### config.mk
export PLATFORM = sky130hd
export DESIGN_NAME = stream_decode
export DESIGN_NICKNAME = d
export VERILOG_FILES = /design/src/rtl/video_pkg.sv /design/src/rtl/vscale_pkg.sv /design/src/rtl/stream_decode.sv
export VERILOG_INCLUDE_DIRS = /design/src /design/src/rtl
export SDC_FILE = /design/constraint.sdc
export NUM_CORES = 1
export LEC_CHECK = 0
export BUFFER_PORTS_ARGS = -buffer_cell sky130_fd_sc_hd__buf_2
export CELL_PAD_IN_SITES_DETAIL_PLACEMENT = 0
export CELL_PAD_IN_SITES_GLOBAL_PLACEMENT = 2
export CORE_ASPECT_RATIO = 0.8
export CORE_UTILIZATION = 32
export CTS_BUF_LIST = sky130_fd_sc_hd__clkbuf_4
export DETAILED_ROUTE_END_ITERATION = 6
export PLACE_DENSITY_LB_ADDON = 0.1
export SLEW_MARGIN = 25
export SYNTH_ARGS = -nofsm -noshare
export SYNTH_HDL_FRONTEND = slang
export SYNTH_SLANG_ARGS = --single-unit
export TNS_END_PERCENT = 1
### constraint.sdc
create_clock -name clk -period 2.6 [get_ports clk]
set_clock_uncertainty 0.15 [all_clocks]
set_input_delay 0.26 -clock clk [delete_from_list [all_inputs] [get_ports clk]]
set_output_delay 0.26 -clock clk [all_outputs]
set_load 0.01 [all_outputs]
### src/rtl/vscale_defines.svh
`ifndef VSCALE_DEFINES_SVH
`define VSCALE_DEFINES_SVH

// bits per grey pixel.
`define VSCALE_PIXEL_WIDTH 8

// bits of a height or line count.
`define VSCALE_RESO_WIDTH 12

// one bank holds the longest line.
`define VSCALE_LINE_DEPTH 1024
`define VSCALE_ADDR_WIDTH 10

`endif

### src/rtl/video_pkg.sv
`default_nettype none

`include "vscale_defines.svh"

package video_pkg;

	typedef logic [`VSCALE_PIXEL_WIDTH-1:0] pixel_t;
	typedef logic [`VSCALE_RESO_WIDTH-1:0] reso_t;
	typedef logic [`VSCALE_ADDR_WIDTH-1:0] col_t;

	// one bit wider than col_t so a full bank length fits.
	typedef logic [`VSCALE_ADDR_WIDTH:0] len_t;

endpackage

`default_nettype wire

### src/rtl/vscale_pkg.sv
`default_nettype none

`include "vscale_defines.svh"

package vscale_pkg;

	// holds line index times height.
	typedef logic [2*`VSCALE_RESO_WIDTH-1:0] acc_t;

	typedef logic bank_t;

	typedef enum logic [1:0] {
		idle,
		wait_line,
		emit,
		advance
	} rep_state_t;

endpackage

`default_nettype wire

### src/rtl/stream_decode.sv
`timescale 1ns/100ps
`default_nettype none

module stream_decode
	import video_pkg::*, vscale_pkg::*;
(
	input  logic       clk,
	input  logic       resetn_tb,
	input  pixel_t     s_axis_tdata,
	input  logic       s_axis_tuser,
	input  logic       s_axis_tlast,
	input  logic       s_axis_tvalid,
	output logic       s_axis_tready,
	output logic       wr_en,
	output bank_t      wr_bank,
	output col_t       wr_addr,
	output pixel_t     wr_data,
	output logic [1:0] bank_full,
	output len_t [1:0] bank_len,
	output logic [1:0] bank_sof,
	input  logic       bank_release,
	input  bank_t      release_bank
);

	bank_t wr_ptr;
	col_t  col;
	logic  cur_sof;
	logic  line_sof;
	logic  accept;

	// stall while the bank we would write still waits to be read.
	assign s_axis_tready = !bank_full[wr_ptr];
	assign accept = s_axis_tvalid && s_axis_tready;

	assign wr_en = accept;
	assign wr_bank = wr_ptr;
	assign wr_addr = col;
	assign wr_data = s_axis_tdata;

	// tuser only counts on the first pixel of a line.
	assign line_sof = (col == '0) ? s_axis_tuser : cur_sof;

	always_ff @(posedge clk) begin
		if (!resetn_tb) begin
			wr_ptr <= '0;
			col <= '0;
			bank_full <= '0;
		end else begin
			if (bank_release) begin
				bank_full[release_bank] <= 1'b0;
			end
			if (accept) begin
				if (s_axis_tlast) begin
					bank_full[wr_ptr] <= 1'b1;
					wr_ptr <= ~wr_ptr;
					col <= '0;
				end else begin
					col <= col + col_t'(1);
				end
			end
		end
	end

	always_ff @(posedge clk) begin
		if (accept) begin
			cur_sof <= line_sof;
			if (s_axis_tlast) begin
				bank_len[wr_ptr] <= {1'b0, col} + len_t'(1);
				bank_sof[wr_ptr] <= line_sof;
			end
		end
	end

endmodule

`default_nettype wire

==> results.sh <==
export IMPL_synth_compound_gate_area_share_pct=9.91
export IMPL_dieArea_sq_um=5540
export IMPL_synth_largest_area_cell="edfxtp_1"
export IMPL_syn_instance_count=130
export IMPL_grt_max_degree=15
export IMPL_drt_iter0_markers=44
export IMPL_cts_resized=0
export IMPL_fin_tns_setup_ps=0
export IMPL_numCtsBuffers=5
export IMPL_yosysUniqueCellTypes=38
export IMPL_hpwl_mm=2.56
export IMPL_ys_ff_latch=38
export IMPL_whs_ps=122
export IMPL_synth_xor_area_share_pct=4.17
export IMPL_cp_required_ps=2190
export IMPL_ff2ff_path_depth=5
export IMPL_clock_sinks=38
export IMPL_yosysTopAreaCellShare_pct=44.7
export IMPL_portBuffers=45
export IMPL_place_congestion=0.713
export IMPL_cp_slowest_stage_delay_ps=470
export IMPL_die_width_um=83.0
export IMPL_cap_violations=0
export IMPL_hold_viol_final=0
export IMPL_io_pins=62
export IMPL_endpoint_kind="output port"
export IMPL_die_y_um=66.8
export IMPL_via_per_inst=4.80
export IMPL_crit_path_max_fanout=10
export IMPL_fillerInstances=506
export IMPL_cp_slowest_cell="dfxtp_1"
export IMPL_rsz0062_at_grt="no"
export IMPL_grt_pass1_vias=1066
export IMPL_diodes=0
export IMPL_power_uw=1050
export IMPL_min_path_cells=4
export IMPL_synth_fp_nets=147
export IMPL_layout_cells_non_filler=232
export IMPL_totalWireLength_mm=3.44
export IMPL_hp_class="in -> reg"
export IMPL_irDropWorstVdd_mv=0.167
export IMPL_post_drt_wl_per_cell_um=14.8
export IMPL_yosys_area_share_simple_pct=14.4
export IMPL_power_density_nw_per_um2=539
export IMPL_slew_headroom_pct=72.1
export IMPL_syn_area_sq_um=1680
export IMPL_yosys_warnings=0
export IMPL_synth_fa_ha_area_share_pct=1.49
export IMPL_htree_levels=2
export IMPL_core_area_sq_um=5040
export IMPL_synth_yosys_seq_area_share_pct=60.2
export IMPL_ant_nets=0
export IMPL_path_clk_slew_ps=120
export IMPL_first_pass_iters=4
export IMPL_cts_setup_buffers=0
export IMPL_nNetsFinal=186
export IMPL_arrival_ps=1720
export IMPL_cp_cell_sequence="mux2i_4, nand2_2, inv_1, buf_2"
export IMPL_grt_first_pass_wirelength_mm=5.59
export IMPL_vias=1114
export IMPL_dp_cells=224
export IMPL_syn_area_per_cell_sq_um=12.9
export IMPL_r2r_setup_slack_ps=720
export IMPL_finalSetupViolations=0
export IMPL_fmax_mhz=470
export IMPL_grt_ovfl_total=0
export IMPL_ctsHoldBuffers=0
export IMPL_synth_mux_area_fraction_pct=2.01
export IMPL_finalCritPeriodShare_pct=81.8
export IMPL_synth_area_top_cells="edfxtp_1 (45%), dfxtp_1 (15%), buf_4 (4.0%)"
export IMPL_num_rows=23
export IMPL_slew_viol_final=0
export IMPL_clk_latency_ps=340
export IMPL_track_usage_pct=13.4
export IMPL_layout_min_cycle_time_ps=2130
export IMPL_layout_commonest_cell="buf_2"
export IMPL_root_buffer="clkbuf_4"
export IMPL_tightest_slew_ps=418
export IMPL_layout_drive_gt1_share_pct=37.1
export IMPL_crit_type="reg -> out"
export IMPL_outcome="complete, no violations"
export IMPL_critPathLaunchType="flip-flop"
export IMPL_area_growth_pct=15.6
export IMPL_clockBufferDepth=2
export IMPL_start_util_pct=33.3
export IMPL_p_leak_uw=0.000735
export IMPL_synth_top_family_by_area="simple AND/OR/NAND/NOR gates"
export IMPL_drc_errors=0
export IMPL_grt_antenna_before_repair=0
export IMPL_final_cell_mix="buf_2 (45), edfxtp_1 (25), dfxtp_1 (13), xnor2_1 (7), o21ai_0 (7)"
export IMPL_cts_tree="yes"
stage by stage:
step | instance area [sq um] | utilization, % | setup slack [ps]
after floorplan | 1680 | - | 431
after global placement | 1890 | 37.5 | 821
after detailed placement | 1890 | 37.5 | 766
after CTS | 1940 | 38.5 | 419
after global routing | 1940 | 38.5 | 330
final | 1940 | 38.5 | 473
flip-flops by register name, indices dropped and copies added, names as in the netlist:
name,flops
bank_sof,2
wr_addr,10
wr_bank,1
bank_full,2
cur_sof,1
bank_len,22
area by class of cell:
class	count	area [sq um]	area share (%)
sequential	38	1010	52.1
multi-input combinational	74	547	28.2
timing repair buffer	47	240	12.4
tap	62	77.6	4.00
clock buffer	5	37.5	1.93
clock inverter	3	16.3	0.838
inverter	3	11.3	0.580
worst max-delay path, delay by kind of cell (launching register included):
kind,cells,cell delay (ps)
buf+inv,2,350
flops,1,470
mux,1,370
simple gates,1,200
where the power goes:
group | leakage [uW] | total (uW) | internal, uW | switching (uW)
clock network | 0.0000286 | 298 | 101 | 197
registers | 0.000325 | 668 | 659 | 9.05
logic | 0.000381 | 81.1 | 32.2 | 49.0
final timing paths:
| check | from | end |
|---|---|---|
| hold / removal | bank_release | bank_full[0]$_SDFF_PN0_ |
| hold reg to reg | wr_addr[1]$_SDFFE_PN0P_ | wr_addr[1]$_SDFFE_PN0P_ |
| setup reg to reg | wr_addr[1]$_SDFFE_PN0P_ | wr_addr[8]$_SDFFE_PN0P_ |
| setup / recovery | wr_bank$_SDFFE_PN0P_ | wr_en |
cells by family after synthesis:
| family | after synthesis |
|---|---|
| DFF | 38 |
| and+or+nand+nor | 37 |
| AOI/OAI and AO/OA | 25 |
| buffers and inverters | 18 |
| xor gates and xnor gates | 8 |
| muxes | 2 |
| adders and majority gates | 2 |
routing by layer:
layer / global-route usage [%] / share of wire (%) / vias up
met3: 5.95 / 6.9 / 12
met5: 0 / 0 / -
li1: - / - / 549
met4: 5.17 / 1.6 / 0
met2: 19.1 / 40 / 42
met1: 17.9 / 51 / 511
Yosys cell counts, drive strengths merged:
| library cell | n |
|---|---|
| inv | 3 |
| edfxtp | 25 |
| a32o | 2 |
| nand3 | 4 |
| nand4 | 2 |
| and2 | 3 |
| mux2 | 1 |
| nor2 | 1 |
| ha | 2 |
| a31oi | 1 |
| and2b | 1 |
| buf | 13 |
| nand4b | 2 |
| and4 | 3 |
| nor2b | 2 |
| nor3b | 1 |
| clkbuf | 2 |
| nor3 | 2 |
| nand3b | 1 |
| and3 | 1 |
| nand2 | 7 |
| nand2b | 1 |
| o21a | 1 |
| a41oi | 2 |
| xor2 | 1 |
| xnor2 | 7 |
| mux2i | 1 |
| or3 | 5 |
| o21ai | 7 |
| a21boi | 8 |
| nor4 | 1 |
| a21oi | 4 |
| dfxtp | 13 |
No activity file was read; power rests on OpenSTA's default activity.
