===== src/rtl/vscale_defines.svh =====
`ifndef VSCALE_DEFINES_SVH
`define VSCALE_DEFINES_SVH

// bits per grey pixel.
`define VSCALE_PIXEL_WIDTH 8

// bits of a height or line count.
`define VSCALE_RESO_WIDTH 12

// one bank holds the longest line.
`define VSCALE_LINE_DEPTH 1024
`define VSCALE_ADDR_WIDTH 10

`endif


===== src/rtl/video_pkg.sv =====
`default_nettype none

`include "vscale_defines.svh"

package video_pkg;

	typedef logic [`VSCALE_PIXEL_WIDTH-1:0] pixel_t;
	typedef logic [`VSCALE_RESO_WIDTH-1:0] reso_t;
	typedef logic [`VSCALE_ADDR_WIDTH-1:0] col_t;

	// one bit wider than col_t so a full bank length fits.
	typedef logic [`VSCALE_ADDR_WIDTH:0] len_t;

endpackage

`default_nettype wire


===== src/rtl/vscale_pkg.sv =====
`default_nettype none

`include "vscale_defines.svh"

package vscale_pkg;

	// holds line index times height.
	typedef logic [2*`VSCALE_RESO_WIDTH-1:0] acc_t;

	typedef logic bank_t;

	typedef enum logic [1:0] {
		idle,
		wait_line,
		emit,
		advance
	} rep_state_t;

endpackage

`default_nettype wire


===== src/rtl/line_repeat.sv =====
`timescale 1ns/100ps
`default_nettype none

module line_repeat
	import video_pkg::*, vscale_pkg::*;
(
	input  logic       clk,
	input  logic       resetn_tb,
	input  reso_t      s_height,
	input  reso_t      m_height,
	input  logic [1:0] bank_full,
	input  len_t [1:0] bank_len,
	input  logic [1:0] bank_sof,
	output logic       bank_release,
	output bank_t      release_bank,
	output logic       rd_en,
	output bank_t      rd_bank,
	output col_t       rd_addr,
	output logic       item_valid,
	output logic       item_sof,
	output logic       item_eol,
	input  logic       item_ready
);

	rep_state_t state;
	bank_t      rd_ptr;
	col_t       col;
	acc_t       out_acc;
	acc_t       src_end;
	acc_t       out_next;
	logic       line_done;
	logic       fire;

	assign fire = item_valid && item_ready;
	assign out_next = out_acc + acc_t'(s_height);
	assign line_done = ({1'b0, col} + len_t'(1)) == bank_len[rd_ptr];

	assign item_valid = (state == emit);
	// out_acc is zero only on output line 0.
	assign item_sof = (out_acc == '0) && (col == '0);
	assign item_eol = line_done;

	assign rd_en = fire;
	assign rd_bank = rd_ptr;
	assign rd_addr = col;

	assign bank_release = (state == advance);
	assign release_bank = rd_ptr;

	// output line j reads source line i while j*s_height < (i+1)*m_height.
	always_ff @(posedge clk) begin
		if (!resetn_tb) begin
			state <= idle;
			rd_ptr <= '0;
			col <= '0;
			out_acc <= '0;
			src_end <= '0;
		end else begin
			case (state)
				idle: begin
					if (s_height != '0 && m_height != '0) begin
						state <= wait_line;
					end
				end
				wait_line: begin
					if (bank_full[rd_ptr]) begin
						col <= '0;
						if (bank_sof[rd_ptr]) begin
							out_acc <= '0;
							src_end <= acc_t'(m_height);
							state <= emit;
						end else if (out_acc < src_end) begin
							state <= emit;
						end else begin
							state <= advance;
						end
					end
				end
				emit: begin
					if (fire) begin
						if (line_done) begin
							col <= '0;
							out_acc <= out_next;
							// repeat the line while the next output still maps here.
							state <= (out_next < src_end) ? emit : advance;
						end else begin
							col <= col + col_t'(1);
						end
					end
				end
				advance: begin
					src_end <= src_end + acc_t'(m_height);
					rd_ptr <= ~rd_ptr;
					state <= wait_line;
				end
				default: begin
					state <= idle;
				end
			endcase
		end
	end

endmodule

`default_nettype wire


===== config.mk =====
export PLATFORM = sky130hd
export DESIGN_NAME = line_repeat
export DESIGN_NICKNAME = d
export VERILOG_FILES = /design/src/rtl/video_pkg.sv /design/src/rtl/vscale_pkg.sv /design/src/rtl/line_repeat.sv
export VERILOG_INCLUDE_DIRS = /design/src /design/src/rtl
export SDC_FILE = /design/constraint.sdc
export NUM_CORES = 1
export LEC_CHECK = 0
export ABC_AREA = 1
export BUFFER_PORTS_ARGS = -buffer_cell sky130_fd_sc_hd__buf_2
export CAP_MARGIN = 20
export CELL_PAD_IN_SITES_DETAIL_PLACEMENT = 0
export CELL_PAD_IN_SITES_GLOBAL_PLACEMENT = 1
export CORE_MARGIN = 5
export CORE_UTILIZATION = 40
export DETAILED_ROUTE_END_ITERATION = 10
export GPL_TIMING_DRIVEN = 0
export PLACE_DENSITY = 0.82
export SYNTH_ARGS = -nofsm -noshare
export SYNTH_HDL_FRONTEND = slang
export SYNTH_SLANG_ARGS = --single-unit

===== constraint.sdc =====
create_clock -name clk -period 3.2 [get_ports clk]
set_input_delay 0.16 -clock clk [delete_from_list [all_inputs] [get_ports clk]]
set_output_delay 0.16 -clock clk [all_outputs]
set_load 0.01 [all_outputs]

==> results.yml <==
synth:
  syn-cell-area_um2: 6220
  synth_seq_area_share_pct: 19.6
  synth_seq_cells: 61
  synthDistinctLibCells: 38
  synth-edff-count: 0
  synthCells: 1035
  async_flop_share_pct: 0
  avgSynthCellArea_um2: 6.01
  ys.warnings.count: 0
  synth.net_count: 1166
  synth_ff_type: "dfxtp_1"
timing:
  fin_crit_sh_pct: 93.9
  final_hold_viol_count: 0
  relSlewSlack_pct: 55.7
  slew_viol_final: 0
  period_needed_ns: 3.00
  skew_ns: 0.00749
  fmax_mhz: 333
  tightest_slew_ns: 0.665
  setup_viol: 0
grt:
  grt_first_pass_wirelength_um: 30800
  gr-usage-all-layers_pct: 21.2
  grt_max_degree: 11
  grt_remaining_overflow: 0
  first_global_vias: 6034
  antenna_found_initial: 0
floorplanning:
  fp.dieH_um: 135
  die_w_um: 135
  ios: 70
  dieArea_um2: 18200
  num_rows: 45
  start_util_pct: 40.8
  core_um2: 15300
worst_setup_path:
  critical_path_arrival_ns: 3.24
  cp_cell_sequence: "ha_4, a21oi_1, nand2_2, nand2_2, nand2_2, nand3_1, nand2_1, nand2_1, nand2_1, and2_1, ha_1, a21oi_1, o21ai_0, nand2_1, o211ai_1, a21oi_2, nand2_1, nand2_1, nand2_1, nor2_1, nor2_1"
  critPathSlowestCell: "dfxtp_2"
  crit_path_frequent_cell: "nand2_1"
  crit_family: "simple AND/OR/NAND/NOR gates"
  slowest_delay_ns: 0.39
  r2r-start: "out_acc[2]$_SDFFE_PN0P_"
  critPathKind: "register to register"
  startpoint: "out_acc[2]$_SDFFE_PN0P_"
  startpoint_type: "register"
  r2r_slack_ns: 0.20
  crit_fanout: 4
  worst-path-buf-inv: 0
  worstSetupEndpointType: "register"
  crit_required_ns: 3.43
placement:
  port_buffers: 68
  postPlaceCellArea_um2: 6830
  gp_congestion: 0.913
  dp_hpwl_um: 15800
  dp.cells: 1314
power_and_ir_drop:
  power.internal_uw: 3320
  irDropWorstVdd_uv: 567
  seqPwrFrac_pct: 19.9
  cellPowerDensity_nw_per_um2: 892
  power.switching_uw: 3330
  pwr-share-comb_pct: 65.6
  p_leak_uw: 0.00357
  clockPowerShare_pct: 14.5
  sw_frac_of_total_pct: 50.1
detailed_routing:
  routed_wl_um: 19700
  viasPerCell: 5.07
  ant_nets: 0
  route.detailed.drc: 0
  vias: 6778
  drt_iter0_drc: 442
  drt-pass1-iter-count: 5
  routedWlPerCell_um: 14.7
final_layout:
  areaGrowthSynthToFinish_pct: 19.9
  drive_gt1_share_pct: 15.6
  stdcell_count: 1338
  fin_nets: 1253
  final_area_um2: 7460
  antenna_cells: 0
status:
  outcome: "finished clean"
clock_network:
  cts_tree: "done"
  clk_pin_slew_ns: 0.05
  max-clock-path-buffers: 2
  cts_htree_levels: 3
  clock_sinks: 61
  cts_buffers: 9
  clock_latency_ns: 0.34
  clock-root-buffer: "clkbuf_16"
min_path:
  min_from: "m_height[0]"
  hp-class: "primary input to register"
job:
  drv_cap: 0
[flip-flops by register name (all words and copies together), names as in the netlist]
signal and count:
state 2, out_acc 24, src_end 24, rd_addr 10, rd_bank 1
[path summary, 6_finish.rpt]
kind,end,cells past startpoint
worst min-delay path,src_end[0]$_SDFFE_PN0P_,3
worst max register to register,state[0]$_SDFFE_PN0P_,21
worst max-delay path,state[0]$_SDFFE_PN0P_,21
worst min register to register,state[1]$_SDFFE_PN0P_,2
[through the flow]
step / setup TNS (ns) / setup WS (ns) / util (%) / hold WS, ns / power [uW]
final: 0 / 0.195 / 48.9 / 0.123 / 6660
after global routing: -0.00520 / -0.00520 / 48.9 / 0.143 / 7360
after CTS: 0 / 0.00954 / 46.8 / 0.114 / 6280
after detailed placement: -0.319 / -0.319 / 44.7 / 0.475 / 5240
after global placement: -0.287 / -0.287 / 44.7 / 0.471 / 5210
after floorplan: 0 / 0.492 / - / 0.321 / 4140
[worst min-delay path, delay by kind of cell]
kind | cells | cell delay (ns)
buf+inv | 1 | 0.12
compound gates | 1 | 0.07
simple gates | 1 | 0.06
[synthesized netlist by cell type (all sizes together) (4+ instances only)]
cell / n / share of area (%)
nand2: 307 / 19
nor2: 116 / 7.1
inv: 114 / 6.9
a21oi: 95 / 7.6
nand3: 93 / 7.6
ha: 76 / 15
dfxtp: 61 / 20
o21ai: 52 / 4.2
buf: 18 / 1.7
nand4: 15 / 1.5
xor2: 12 / 1.7
nor3: 11 / 0.88
clkbuf: 10 / 0.60
and2: 8 / 0.80
nor4: 8 / 0.80
or2: 6 / 0.60
nand3b: 5 / 0.60
a221oi: 4 / 0.56
xnor2: 4 / 0.56
[final cells by class]
class,instances,area (um2)
fillers,1681,7800
flip-flops and latches,61,1240
inverters,115,432
plain buffers,28,144
repair buffers,76,404
clock buffers,13,280
clock inverters,3,17.5
multi-input cells,831,4680
well taps,211,264
[cells by family (layout without fill, tap and decap cells)]
family / Yosys count / in the layout / share of synthesized area [%]
simple gates: 570 / 570 / 38.6
compound gates: 166 / 166 / 14.2
buf+inv: 143 / 235 / 9.25
fa+ha+maj: 78 / 78 / 15.9
flops: 61 / 61 / 19.6
xor+xnor: 16 / 16 / 2.25
mux: 1 / 1 / 0.161
[layout by cell type (no fill, tap or decap), types with 5 or more instances in the layout]
master,instances
a21oi_1,91
and2_1,7
buf_2,75
buf_4,13
clkbuf_1,10
clkbuf_16,9
dfxtp_1,51
dfxtp_2,9
ha_1,65
ha_4,10
inv_1,110
nand2_1,292
nand2_2,14
nand3_1,89
nand3b_1,5
nand4_1,15
nor2_1,108
nor2_2,7
nor3_1,10
nor4_1,8
o21ai_0,45
or2_2,6
xor2_1,12
[per-layer routing]
metal  track usage, %  routed length, um  up-vias
met4             4.52                200        0
met5                0                  0        -
met3             3.61               1010       11
li1                 -                  -     3595
met2             34.6               8970      155
met1             29.5               9500     3017
[power by group through the flow]
stage	logic (uW)	registers, uW	clock network [uW]
floorplan	2960	1190	0
global placement	3910	1290	0
detailed placement	3950	1300	0
CTS	4000	1280	993
global route	4990	1350	1020
finish	4370	1320	967
[timing repair]
item	CTS	global route
buffers inserted	1	7
setup endpoints to repair	1	1
hold buffers	0	0
resized for setup	9	62
pin swaps	2	14
hold endpoints to repair	0	0
(Power assumes the default switching activity.)
