<file path="src/rtl/vscale_defines.svh">
`ifndef VSCALE_DEFINES_SVH
`define VSCALE_DEFINES_SVH

// bits per grey pixel.
`define VSCALE_PIXEL_WIDTH 8

// bits of a height or line count.
`define VSCALE_RESO_WIDTH 12

// one bank holds the longest line.
`define VSCALE_LINE_DEPTH 1024
`define VSCALE_ADDR_WIDTH 10

`endif

</file>
<file path="src/rtl/video_pkg.sv">
`default_nettype none

`include "vscale_defines.svh"

package video_pkg;

	typedef logic [`VSCALE_PIXEL_WIDTH-1:0] pixel_t;
	typedef logic [`VSCALE_RESO_WIDTH-1:0] reso_t;
	typedef logic [`VSCALE_ADDR_WIDTH-1:0] col_t;

	// one bit wider than col_t so a full bank length fits.
	typedef logic [`VSCALE_ADDR_WIDTH:0] len_t;

endpackage

`default_nettype wire

</file>
<file path="src/rtl/stream_result.sv">
`timescale 1ns/100ps
`default_nettype none

module stream_result
	import video_pkg::*;
(
	input  logic   clk,
	input  logic   resetn_tb,
	input  pixel_t rd_data,
	input  logic   item_valid,
	input  logic   item_sof,
	input  logic   item_eol,
	output logic   item_ready,
	output pixel_t m_axis_tdata,
	output logic   m_axis_tuser,
	output logic   m_axis_tlast,
	output logic   m_axis_tvalid,
	input  logic   m_axis_tready
);

	pixel_t     q_data [2];
	logic [1:0] q_sof;
	logic [1:0] q_eol;
	logic       q_wr;
	logic       q_rd;
	logic [1:0] count;
	logic       rd_vld_q;
	logic       sof_q;
	logic       eol_q;
	logic       bypass;
	logic       push;
	logic       pop;

	// an item in flight already owns a queue slot.
	assign item_ready = (count + 2'(rd_vld_q)) < 2'd2;

	// empty queue shows the arriving pixel directly.
	assign bypass = (count == 2'd0);
	assign m_axis_tvalid = !bypass || rd_vld_q;
	assign m_axis_tdata = bypass ? rd_data : q_data[q_rd];
	assign m_axis_tuser = bypass ? sof_q : q_sof[q_rd];
	assign m_axis_tlast = bypass ? eol_q : q_eol[q_rd];

	assign pop = !bypass && m_axis_tready;
	assign push = rd_vld_q && !(bypass && m_axis_tready);

	always_ff @(posedge clk) begin
		if (!resetn_tb) begin
			rd_vld_q <= 1'b0;
			count <= '0;
			q_wr <= 1'b0;
			q_rd <= 1'b0;
		end else begin
			rd_vld_q <= item_valid && item_ready;
			count <= count + 2'(push) - 2'(pop);
			if (push) begin
				q_wr <= ~q_wr;
			end
			if (pop) begin
				q_rd <= ~q_rd;
			end
		end
	end

	always_ff @(posedge clk) begin
		// flags follow the RAM read latency.
		sof_q <= item_sof;
		eol_q <= item_eol;
		if (push) begin
			q_data[q_wr] <= rd_data;
			q_sof[q_wr] <= sof_q;
			q_eol[q_wr] <= eol_q;
		end
	end

endmodule

`default_nettype wire

</file>
<file path="config.mk">
export PLATFORM = sky130hd
export DESIGN_NAME = stream_result
export DESIGN_NICKNAME = d
export VERILOG_FILES = /design/src/rtl/video_pkg.sv /design/src/rtl/stream_result.sv
export VERILOG_INCLUDE_DIRS = /design/src /design/src/rtl
export SDC_FILE = /design/constraint.sdc
export NUM_CORES = 1
export LEC_CHECK = 0
export BUFFER_PORTS_ARGS = -buffer_cell sky130_fd_sc_hd__buf_2
export CAP_MARGIN = 20
export CORE_MARGIN = 2
export CORE_UTILIZATION = 55
export CTS_CLUSTER_SIZE = 8
export DETAILED_ROUTE_END_ITERATION = 7
export GPL_ROUTABILITY_DRIVEN = 0
export HOLD_SLACK_MARGIN = 0.02
export PLACE_DENSITY = 0.81
export SYNTH_ARGS = -nofsm -noshare
export SYNTH_HDL_FRONTEND = slang
export SYNTH_SLANG_ARGS = --single-unit
</file>
<file path="constraint.sdc">
create_clock -name clk -period 4.6 [get_ports clk]
set_input_delay 0.23 -clock clk [delete_from_list [all_inputs] [get_ports clk]]
set_output_delay 0.23 -clock clk [all_outputs]
set_load 0.03 [all_outputs]
</file>
==> qor.csv, run 1 <==
stage;metric;value;unit
outcome;outcome;complete, no violations;
sta;setup_viol;0;
sta;setup_slack;2.65;ns
sta;whs;0.112;ns
grt;grt_pass1_wl;2880;um
placed_design;hpwl;1270;um
setup_path;reg2reg_depth;8;
sta;slew_headroom;0.438;
die;core;1960;sq um
power_and_ir_drop;vdd_drop_max;0.000288;V
finish;nets;131;
logic_synthesis;syn_nets;102;
detailed_routing;dr.first_iter.drc_count;17;
clock_tree;cts_root_buf;clkbuf_4;
logic_synthesis;ys_seq_area_frac;0.669;
sta;rsz0062_at_grt;false;
setup_path;startpoint_type;flop;
clock_tree;cts_inserted_buffers;3;
placed_design;dpl-instance-area;1280;sq um
sta;hold_viol;0;
grt;grt_overflow;0;
detailed_routing;routedWlPerCell;12.4;um
sta;tightest_slew;0.840;ns
setup_path;arrival;2.17;ns
worst_hold_path;worstHoldStart;rd_data[6];
clock_tree;cts_tree;built;
die;start_util;0.580;
setup_path;crit_required;4.81;ns
die;num_io_pins;26;
finish;fin_area;1330;sq um
detailed_routing;vias;695;
clock_tree;htreeDepth;1;
clock_tree;cts_resized;0;
clock_tree;clock_latency;0.31;ns
logic_synthesis;synth_warnings;0;
die;die_area;2450;sq um
sta;timing.fmax;512;MHz
power_and_ir_drop;p_per_area;527;nW/um^2
power_and_ir_drop;leakagePower;0.521;nW
detailed_routing;via_per_inst;4.93;
clock_tree;clk_pin_slew;0.14;ns
run;maxCapViolations;0;
detailed_routing;drtPass1Iterations;4;
logic_synthesis;synthCells;86;
logic_synthesis;synth_area;1140;sq um
setup_path;timing.rr.start;count[1];
sta;clock_skew;0.00981;ns
grt;antenna_found_initial;0;
finish;area_growth;16.5;%
worst_hold_path;holdCritPathClass;in -> reg;
die;die_w;49.5;um
placed_design;detailedPlace.worstSlack;2.69;ns
finish;drive_above_1_share;0.263;
sta;post-route-period-util;0.425;
setup_path;crit_fanout;21;
logic_synthesis;synth_seq_cells;28;
clock_tree;cts.sinks;28;
logic_synthesis;avgSynthCellArea;13.2;sq um
detailed_routing;drc_errors;0;
placed_design;io_buffers;25;
finish;utilization;0.675;
setup_path;crit_path_start;count[1];
finish;diodes;0;
grt;grtUsageTotal;0.157;
sta;drv_slew;0;
die;fp.dieH;49.5;um
sta;finalSetupTns;0;ns
setup_path;endpoint_kind;flop;
setup_path;path_class;reg -> reg;
grt;grt_max_degree;22;
sta;period_minus_slack;1.95;ns
grt;grt_pass1_vias;634;
detailed_routing;antenna_left;0;
die;num_rows;16;
worst_hold_path;worstHoldPathCells;1;
clock_tree;cts_buffer_depth;2;
detailed_routing;routed_wl;1750;um
logic_synthesis;synth.distinct_cells;19;
==> stage by stage <==
stage,power [mW],cells
floorplan,0.547,86
global placement,0.599,135
detailed placement,0.608,135
CTS,0.703,141
global route,0.741,141
finish,0.699,141
==> where the power goes <==
group / leakage (nW) / total, mW / switching (mW) / internal [mW]
Clock: 0.0150 / 0.0967 / 0.0629 / 0.0338
Sequential: 0.248 / 0.336 / 0.0323 / 0.304
Combinational: 0.258 / 0.266 / 0.170 / 0.0964
Total: 0.521 / 0.699 / 0.265 / 0.434
==> kinds of logic after synthesis <==
family / share of synthesized area
compound gates: 0.0627
xor+xnor: 0.0308
fa+ha+maj: 0.0220
buf+inv: 0.0286
flops: 0.669
mux: 0.0968
simple gates: 0.0902
==> routing by layer <==
layer  up-vias  global-route usage  share of wire
met5         -                   0              0
met4         0              0.0556              0
met3         0              0.0303          0.036
met2        18               0.250           0.52
met1       318               0.216           0.44
li1        359                   -              -
==> cells in the mapped netlist, drive strengths merged <==
library cell / instances / area share
edfxtp: 20 / 0.53
nor2: 12 / 0.040
mux2i: 11 / 0.097
a21oi: 10 / 0.044
dfxtp: 8 / 0.14
and2: 4 / 0.022
inv: 4 / 0.013
nand2: 3 / 0.0099
xnor2: 3 / 0.023
buf: 2 / 0.011
ha: 2 / 0.022
o21ai: 2 / 0.019
and3: 1 / 0.0055
clkbuf: 1 / 0.0044
or2: 1 / 0.0077
or3: 1 / 0.0055
xor2: 1 / 0.0077
==> final cells by class <==
cell class	count	area (sq um)
flip-flops and latches	28	761
clock buffers	4	26.3
well taps	27	33.8
fillers	153	637
inverters	4	15.0
repair buffers	27	145
multi-input cells	51	344
==> placed cells by master (no fill, tap or decap), types with 4 or more instances in the layout <==
master	count
a21oi_1	10
and2_1	4
buf_2	25
dfxtp_1	8
edfxtp_1	20
inv_1	4
mux2i_1	11
nor2_1	12
==> sequential cells by signal, summed over array words and instances (netlist names), named ones only <==
signal,count
q_wr,1
rd_vld_q,1
count,2
eol_q,1
q_eol,2
q_sof,2
q_rd,1
sof_q,1
q_data,16
==> repair_timing <==
action | in CTS | in global routing
endpoints found under the setup margin | 0 | 0
hold buffers | 2 | 0
setup buffers | 0 | 0
hold endpoints to repair | 2 | 0
==> worst paths after layout <==
check	to	slack [ns]
worst max-delay path	count[1]	2.65
worst min-delay path	q_data[0][6]	0.11
worst max register to register	count[1]	2.65
worst min register to register	q_sof[1]	0.48
==> worst max-delay path: stages, from the launching register on <==
cell and delay (ns):
dfxtp_1 0.46, or2_4 0.31, o21ai_4 0.10, ha_1 0.28, inv_1 0.04, ha_1 0.17, xnor2_1 0.23, xnor2_1 0.12
and2_1 0.16
Note: power is estimated with default switching activity, not from simulation.
==> run 2: changes to the inputs <==
Settings changed: CORE_UTILIZATION 55 to 51, PLACE_DENSITY 0.81 to 0.76.
Clock period 4.6 ns to 2.02 ns, I/O delays scaled along.
==> run 2 against run 1 <==
Compared with the run above:
- first-iteration DRC count fell by 65%
- count of clock-buffer cells in the layout shrank 1
- clock power grew 130%
- global-route usage is 0.095 points higher
- die area increased by 7.2%
- utilization down 0.87 points
- highest routed layer is now met4
==> qor.csv, run 2 (synthesis gave the netlist of run 1 again) <==
stage;metric;value;unit
detailed_routing;antenna_left;0;
power_and_ir_drop;p_per_area;1110;nW/um^2
placed_design;placed_cells_incl_taps;140;
detailed_routing;drtPass1Iterations;4;
finish;instances_no_fill;155;
clock_tree;cts_buffer_depth;2;
finish;layout_common_cells;buf_2 (25), edfxtp_1 (20), nor2_1 (12);
die;num_io_pins;26;
clock_tree;cts_tree;built;
grt;grt_pass1_wl;2970;um
clock_tree;clock_latency;0.31;ns
finish;top_register;q_data;
run;maxCapViolations;0;
die;die_w;51.2;um
sta;timing.fmax;544;MHz
placed_design;hpwl;1260;um
sta;drv_slew;0;
die;die_area;2620;sq um
setup_path;crit_required;2.25;ns
setup_path;crit_fanout;21;
detailed_routing;drc_errors;0;
setup_path;max_stage_delay;0.37;ns
outcome;outcome;complete, no violations;
finish;fin_area;1450;sq um
finish;drive_above_1_share;0.268;
detailed_routing;routedWlPerCell;11.5;um
sta;slew_headroom;0.685;
clock_tree;cts.sinks;28;
clock_tree;cts_resized;0;
clock_tree;clk_pin_slew;0.13;ns
finish;final_common_cell;buf_2;
sta;rsz0062_at_grt;false;
setup_path;crit_chain;or2_4, o21ai_4, ha_1, inv_1, ha_1, xnor2_1, xnor2_1, and2_1;
grt;grt_pass1_vias;725;
die;core;2170;sq um
setup_path;path_class;reg -> reg;
clock_tree;cts_setup_buffers;0;
finish;diodes;0;
sta;period_minus_slack;1.84;ns
detailed_routing;routed_wl;1780;um
die;fp.dieH;51.2;um
clock_tree;cts_inserted_buffers;3;
grt;grtUsageTotal;0.158;
finish;largest_register_ffs;16;
setup_path;endpoint_kind;flop;
die;start_util;0.524;
finish;fillCellCount;181;
sta;tightest_slew;0.472;ns
finish;nets;144;
detailed_routing;via_per_inst;4.73;
detailed_routing;dr.first_iter.drc_count;6;
sta;hold_viol;0;
sta;post-route-period-util;0.910;
grt;antenna_found_initial;0;
placed_design;dpl-instance-area;1310;sq um
power_and_ir_drop;vdd_drop_max;0.000855;V
power_and_ir_drop;leakagePower;0.580;nW
finish;area_growth;27.2;%
setup_path;cp_slowest_cell;dfxtp_1;
clock_tree;htreeDepth;1;
setup_path;arrival;2.06;ns
sta;finalSetupTns;0;ns
setup_path;startpoint_type;flop;
grt;grt_overflow;0;
worst_hold_path;holdCritPathClass;in -> reg;
setup_path;r2r_slack;0.18;ns
sta;setup_viol;0;
detailed_routing;vias;733;
die;num_rows;17;
grt;grt_max_degree;22;
clock_tree;cts_root_buf;clkbuf_4;
sta;clock_skew;0.00293;ns
placed_design;io_buffers;25;
## run 2: cell count changes in the layout (fill, tap and decap cells not counted)
cell / before / now
clkbuf_1: 1 / 0
clkinv_1: 0 / 1
buf_4: 0 / 4
dlygate4sd3_1: 2 / 11
## run 2: metal layers
layer	up-vias	track usage	wire, um
met5	-	0	0
met4	0	0.0526	19
met3	2	0.0322	93
met2	18	0.301	937
met1	330	0.172	730
li1	383	-	-
## run 2: what timing repair did
action	CTS	global route
endpoints found under the hold margin	19	0
setup endpoints to repair	0	0
hold buffers	11	0
## run 2: final timing paths
kind | from | to | cells past startpoint
max | count[0] | count[1] | 8
min reg2reg | eol_q | q_eol[0] | 0
min | resetn_tb | count[0] | 2
max reg2reg | count[0] | count[1] | 8
## run 2: cell type report
| cell class | instances | area (sq um) | area share |
|---|---|---|---|
| tap | 28 | 35.0 | 0.0242 |
| timing repair buffer | 40 | 265 | 0.183 |
| clock inverter | 1 | 3.75 | 0.00260 |
| inverter | 4 | 15.0 | 0.0104 |
| clock buffer | 3 | 22.5 | 0.0156 |
| sequential | 28 | 761 | 0.526 |
| multi-input combinational | 51 | 344 | 0.238 |
## run 2: per-stage QoR
step                      total power, mW  setup slack (ns)  hold WS, ns  utilization
after floorplan                      1.24             0.401        0.129            -
after global placement               1.38             0.255        0.205        0.604
after detailed placement             1.39             0.213        0.205        0.604
after CTS                            1.63             0.184       0.0666        0.667
after global routing                 1.71            0.0782       0.0653        0.667
final                                1.61             0.181       0.0682        0.667
## run 2: worst max-delay path: cells and delay by family (launching register included)
kind / cells / cell delay [ns]
AOI/OAI and AO/OA: 1 / 0.20
DFF: 1 / 0.37
and+or+nand+nor: 2 / 0.51
buffers and inverters: 1 / 0.05
adders and majority gates: 2 / 0.40
xor gates and xnor gates: 2 / 0.21
## run 2: report_power, final
group / internal (mW) / switching, mW
clock: 0.0723 / 0.146
sequential: 0.690 / 0.0731
combinational: 0.242 / 0.384
total: 1.00 / 0.603
==> run 3: changes to the inputs <==
Settings changed: MAX_ROUTING_LAYER set to met4.
==> run 3 against run 2 <==
Compared with the run above:
- wire length up 0.17%
- via count unchanged
- final area unchanged
- critical endpoint unchanged
- largest cell class unchanged
- largest power group unchanged
- highest routed layer unchanged
==> qor.csv, run 3 (synthesis gave the netlist of run 1 again) <==
stage;metric;value;unit
finish;regArea;761;sq um
clock_tree;cts_inserted_buffers;3;
setup_path;startpoint_type;flop;
finish;instances_no_fill;155;
worst_hold_path;worstHoldPathCells;2;
power_and_ir_drop;power.total;1.61;mW
run;maxCapViolations;0;
clock_tree;cts_tree;built;
clock_tree;cts_setup_buffers;0;
clock_tree;cts_root_buf;clkbuf_4;
grt;antenna_found_initial;0;
grt;grt_pass1_vias;725;
finish;fillCellCount;181;
setup_path;arrival;2.06;ns
finish;area_growth;27.2;%
die;num_rows;17;
placed_design;io_buffers;25;
finish;drive_above_1_share;0.268;
die;fp.dieH;51.2;um
grt;grt_util_met3;0.0263;
die;die_w;51.2;um
finish;diodes;0;
grt;gr-usage-met2;0.301;
sta;timing.fmax;544;MHz
clock_tree;cts.sinks;28;
sta;tightest_slew;0.472;ns
setup_path;reg2reg_depth;8;
setup_path;endpoint_kind;flop;
finish;multi_input_area;344;sq um
outcome;outcome;complete, no violations;
sta;slew_headroom;0.685;
sta;hold_viol;0;
clock_tree;clock_latency;0.31;ns
detailed_routing;routedWlPerCell;11.5;um
detailed_routing;vias;733;
finish;layout_common_cells;buf_2 (25), edfxtp_1 (20), nor2_1 (12);
grt;grt_overflow;0;
sta;drv_slew;0;
grt;grt_busiest_layer;met2;
die;core;2170;sq um
setup_path;crit_fanout;21;
detailed_routing;drtPass1Iterations;4;
die;start_util;0.524;
setup_path;crit_required;2.25;ns
placed_design;placed_cells_incl_taps;140;
sta;clock_skew;0.00294;ns
finish;largest_register_ffs;16;
clock_tree;cts_resized;0;
grt;use_met1;0.176;
placed_design;hpwl;1260;um
detailed_routing;antenna_left;0;
placed_design;detailedPlace.worstSlack;0.213;ns
detailed_routing;via_per_inst;4.73;
sta;setup_viol;0;
detailed_routing;drc_errors;0;
sta;setup_slack;0.181;ns
finish;final_common_cell;buf_2;
sta;period_minus_slack;1.84;ns
grt;grtUsageTotal;0.162;
die;num_io_pins;26;
setup_path;path_class;reg -> reg;
power_and_ir_drop;p_per_area;1110;nW/um^2
sta;finalSetupTns;0;ns
worst_hold_path;holdCritPathClass;in -> reg;
finish;nets;144;
clock_tree;cts_hold_buffers;11;
clock_tree;clk_pin_slew;0.13;ns
setup_path;cp_slowest_cell;dfxtp_1;
detailed_routing;routed_wl;1780;um
setup_path;crit_chain;or2_4, o21ai_4, ha_1, inv_1, ha_1, xnor2_1, xnor2_1, and2_1;
sta;post-route-period-util;0.911;
clock_tree;htreeDepth;1;
clock_tree;cts_buffer_depth;2;
detailed_routing;dr.first_iter.drc_count;6;
finish;utilization;0.667;
setup_path;max_stage_delay;0.37;ns
finish;top_register;q_data;
grt;grt_pass1_wl;2970;um
power_and_ir_drop;leakagePower;0.580;nW
sta;rsz0062_at_grt;false;
power_and_ir_drop;vdd_drop_max;0.000855;V
grt;grt_max_degree;22;
die;die_area;2620;sq um
## run 3: cell counts in the layout (fill, tap and decap cells not counted)
Identical to the previous run, type by type.
## run 3: critical path: cells and delay by family, from the launching register on
family                   cells  cell delay [ns]
AND/OR/NAND/NOR              2             0.51
adder cells (fa/ha/maj)      2             0.40
flip-flops                   1             0.37
XOR/XNOR                     2             0.21
AO/OA/AOI/OAI                1             0.20
buffers and inverters        1             0.05
## run 3: routing by layer
metal | share of wire | routed length (um)
met1 | 0.42 | 747
met2 | 0.53 | 937
met3 | 0.045 | 80
met4 | 0.011 | 19
met5 | 0 | 0
## run 3: cell type report
type	count	area share
Inverter	4	0.0104
Timing Repair Buffer	40	0.183
Multi-Input combinational cell	51	0.238
Sequential cell	28	0.526
Tap cell	28	0.0242
Clock buffer	3	0.0156
Clock inverter	1	0.00260
## run 3: power breakdown
group          internal (mW)  switching, mW  total (mW)  leakage, nW
combinational          0.242          0.384       0.626        0.317
clock                 0.0723          0.146       0.218       0.0154
sequential             0.690         0.0731       0.763        0.248
total                   1.00          0.603        1.61        0.580
## run 3: path summary, 6_finish.rpt
check | from | to | slack [ns]
max | count[0] | count[1] | 0.18
min | resetn_tb | count[0] | 0.07
max reg2reg | count[0] | count[1] | 0.18
min reg2reg | eol_q | q_eol[0] | 0.49
## run 3: through the flow
step / area [sq um] / hold WS (ns)
final: 1450 / 0.0682
after global routing: 1450 / 0.0653
after CTS: 1450 / 0.0666
after detailed placement: 1310 / 0.205
after global placement: 1310 / 0.205
after floorplan: 1140 / 0.129
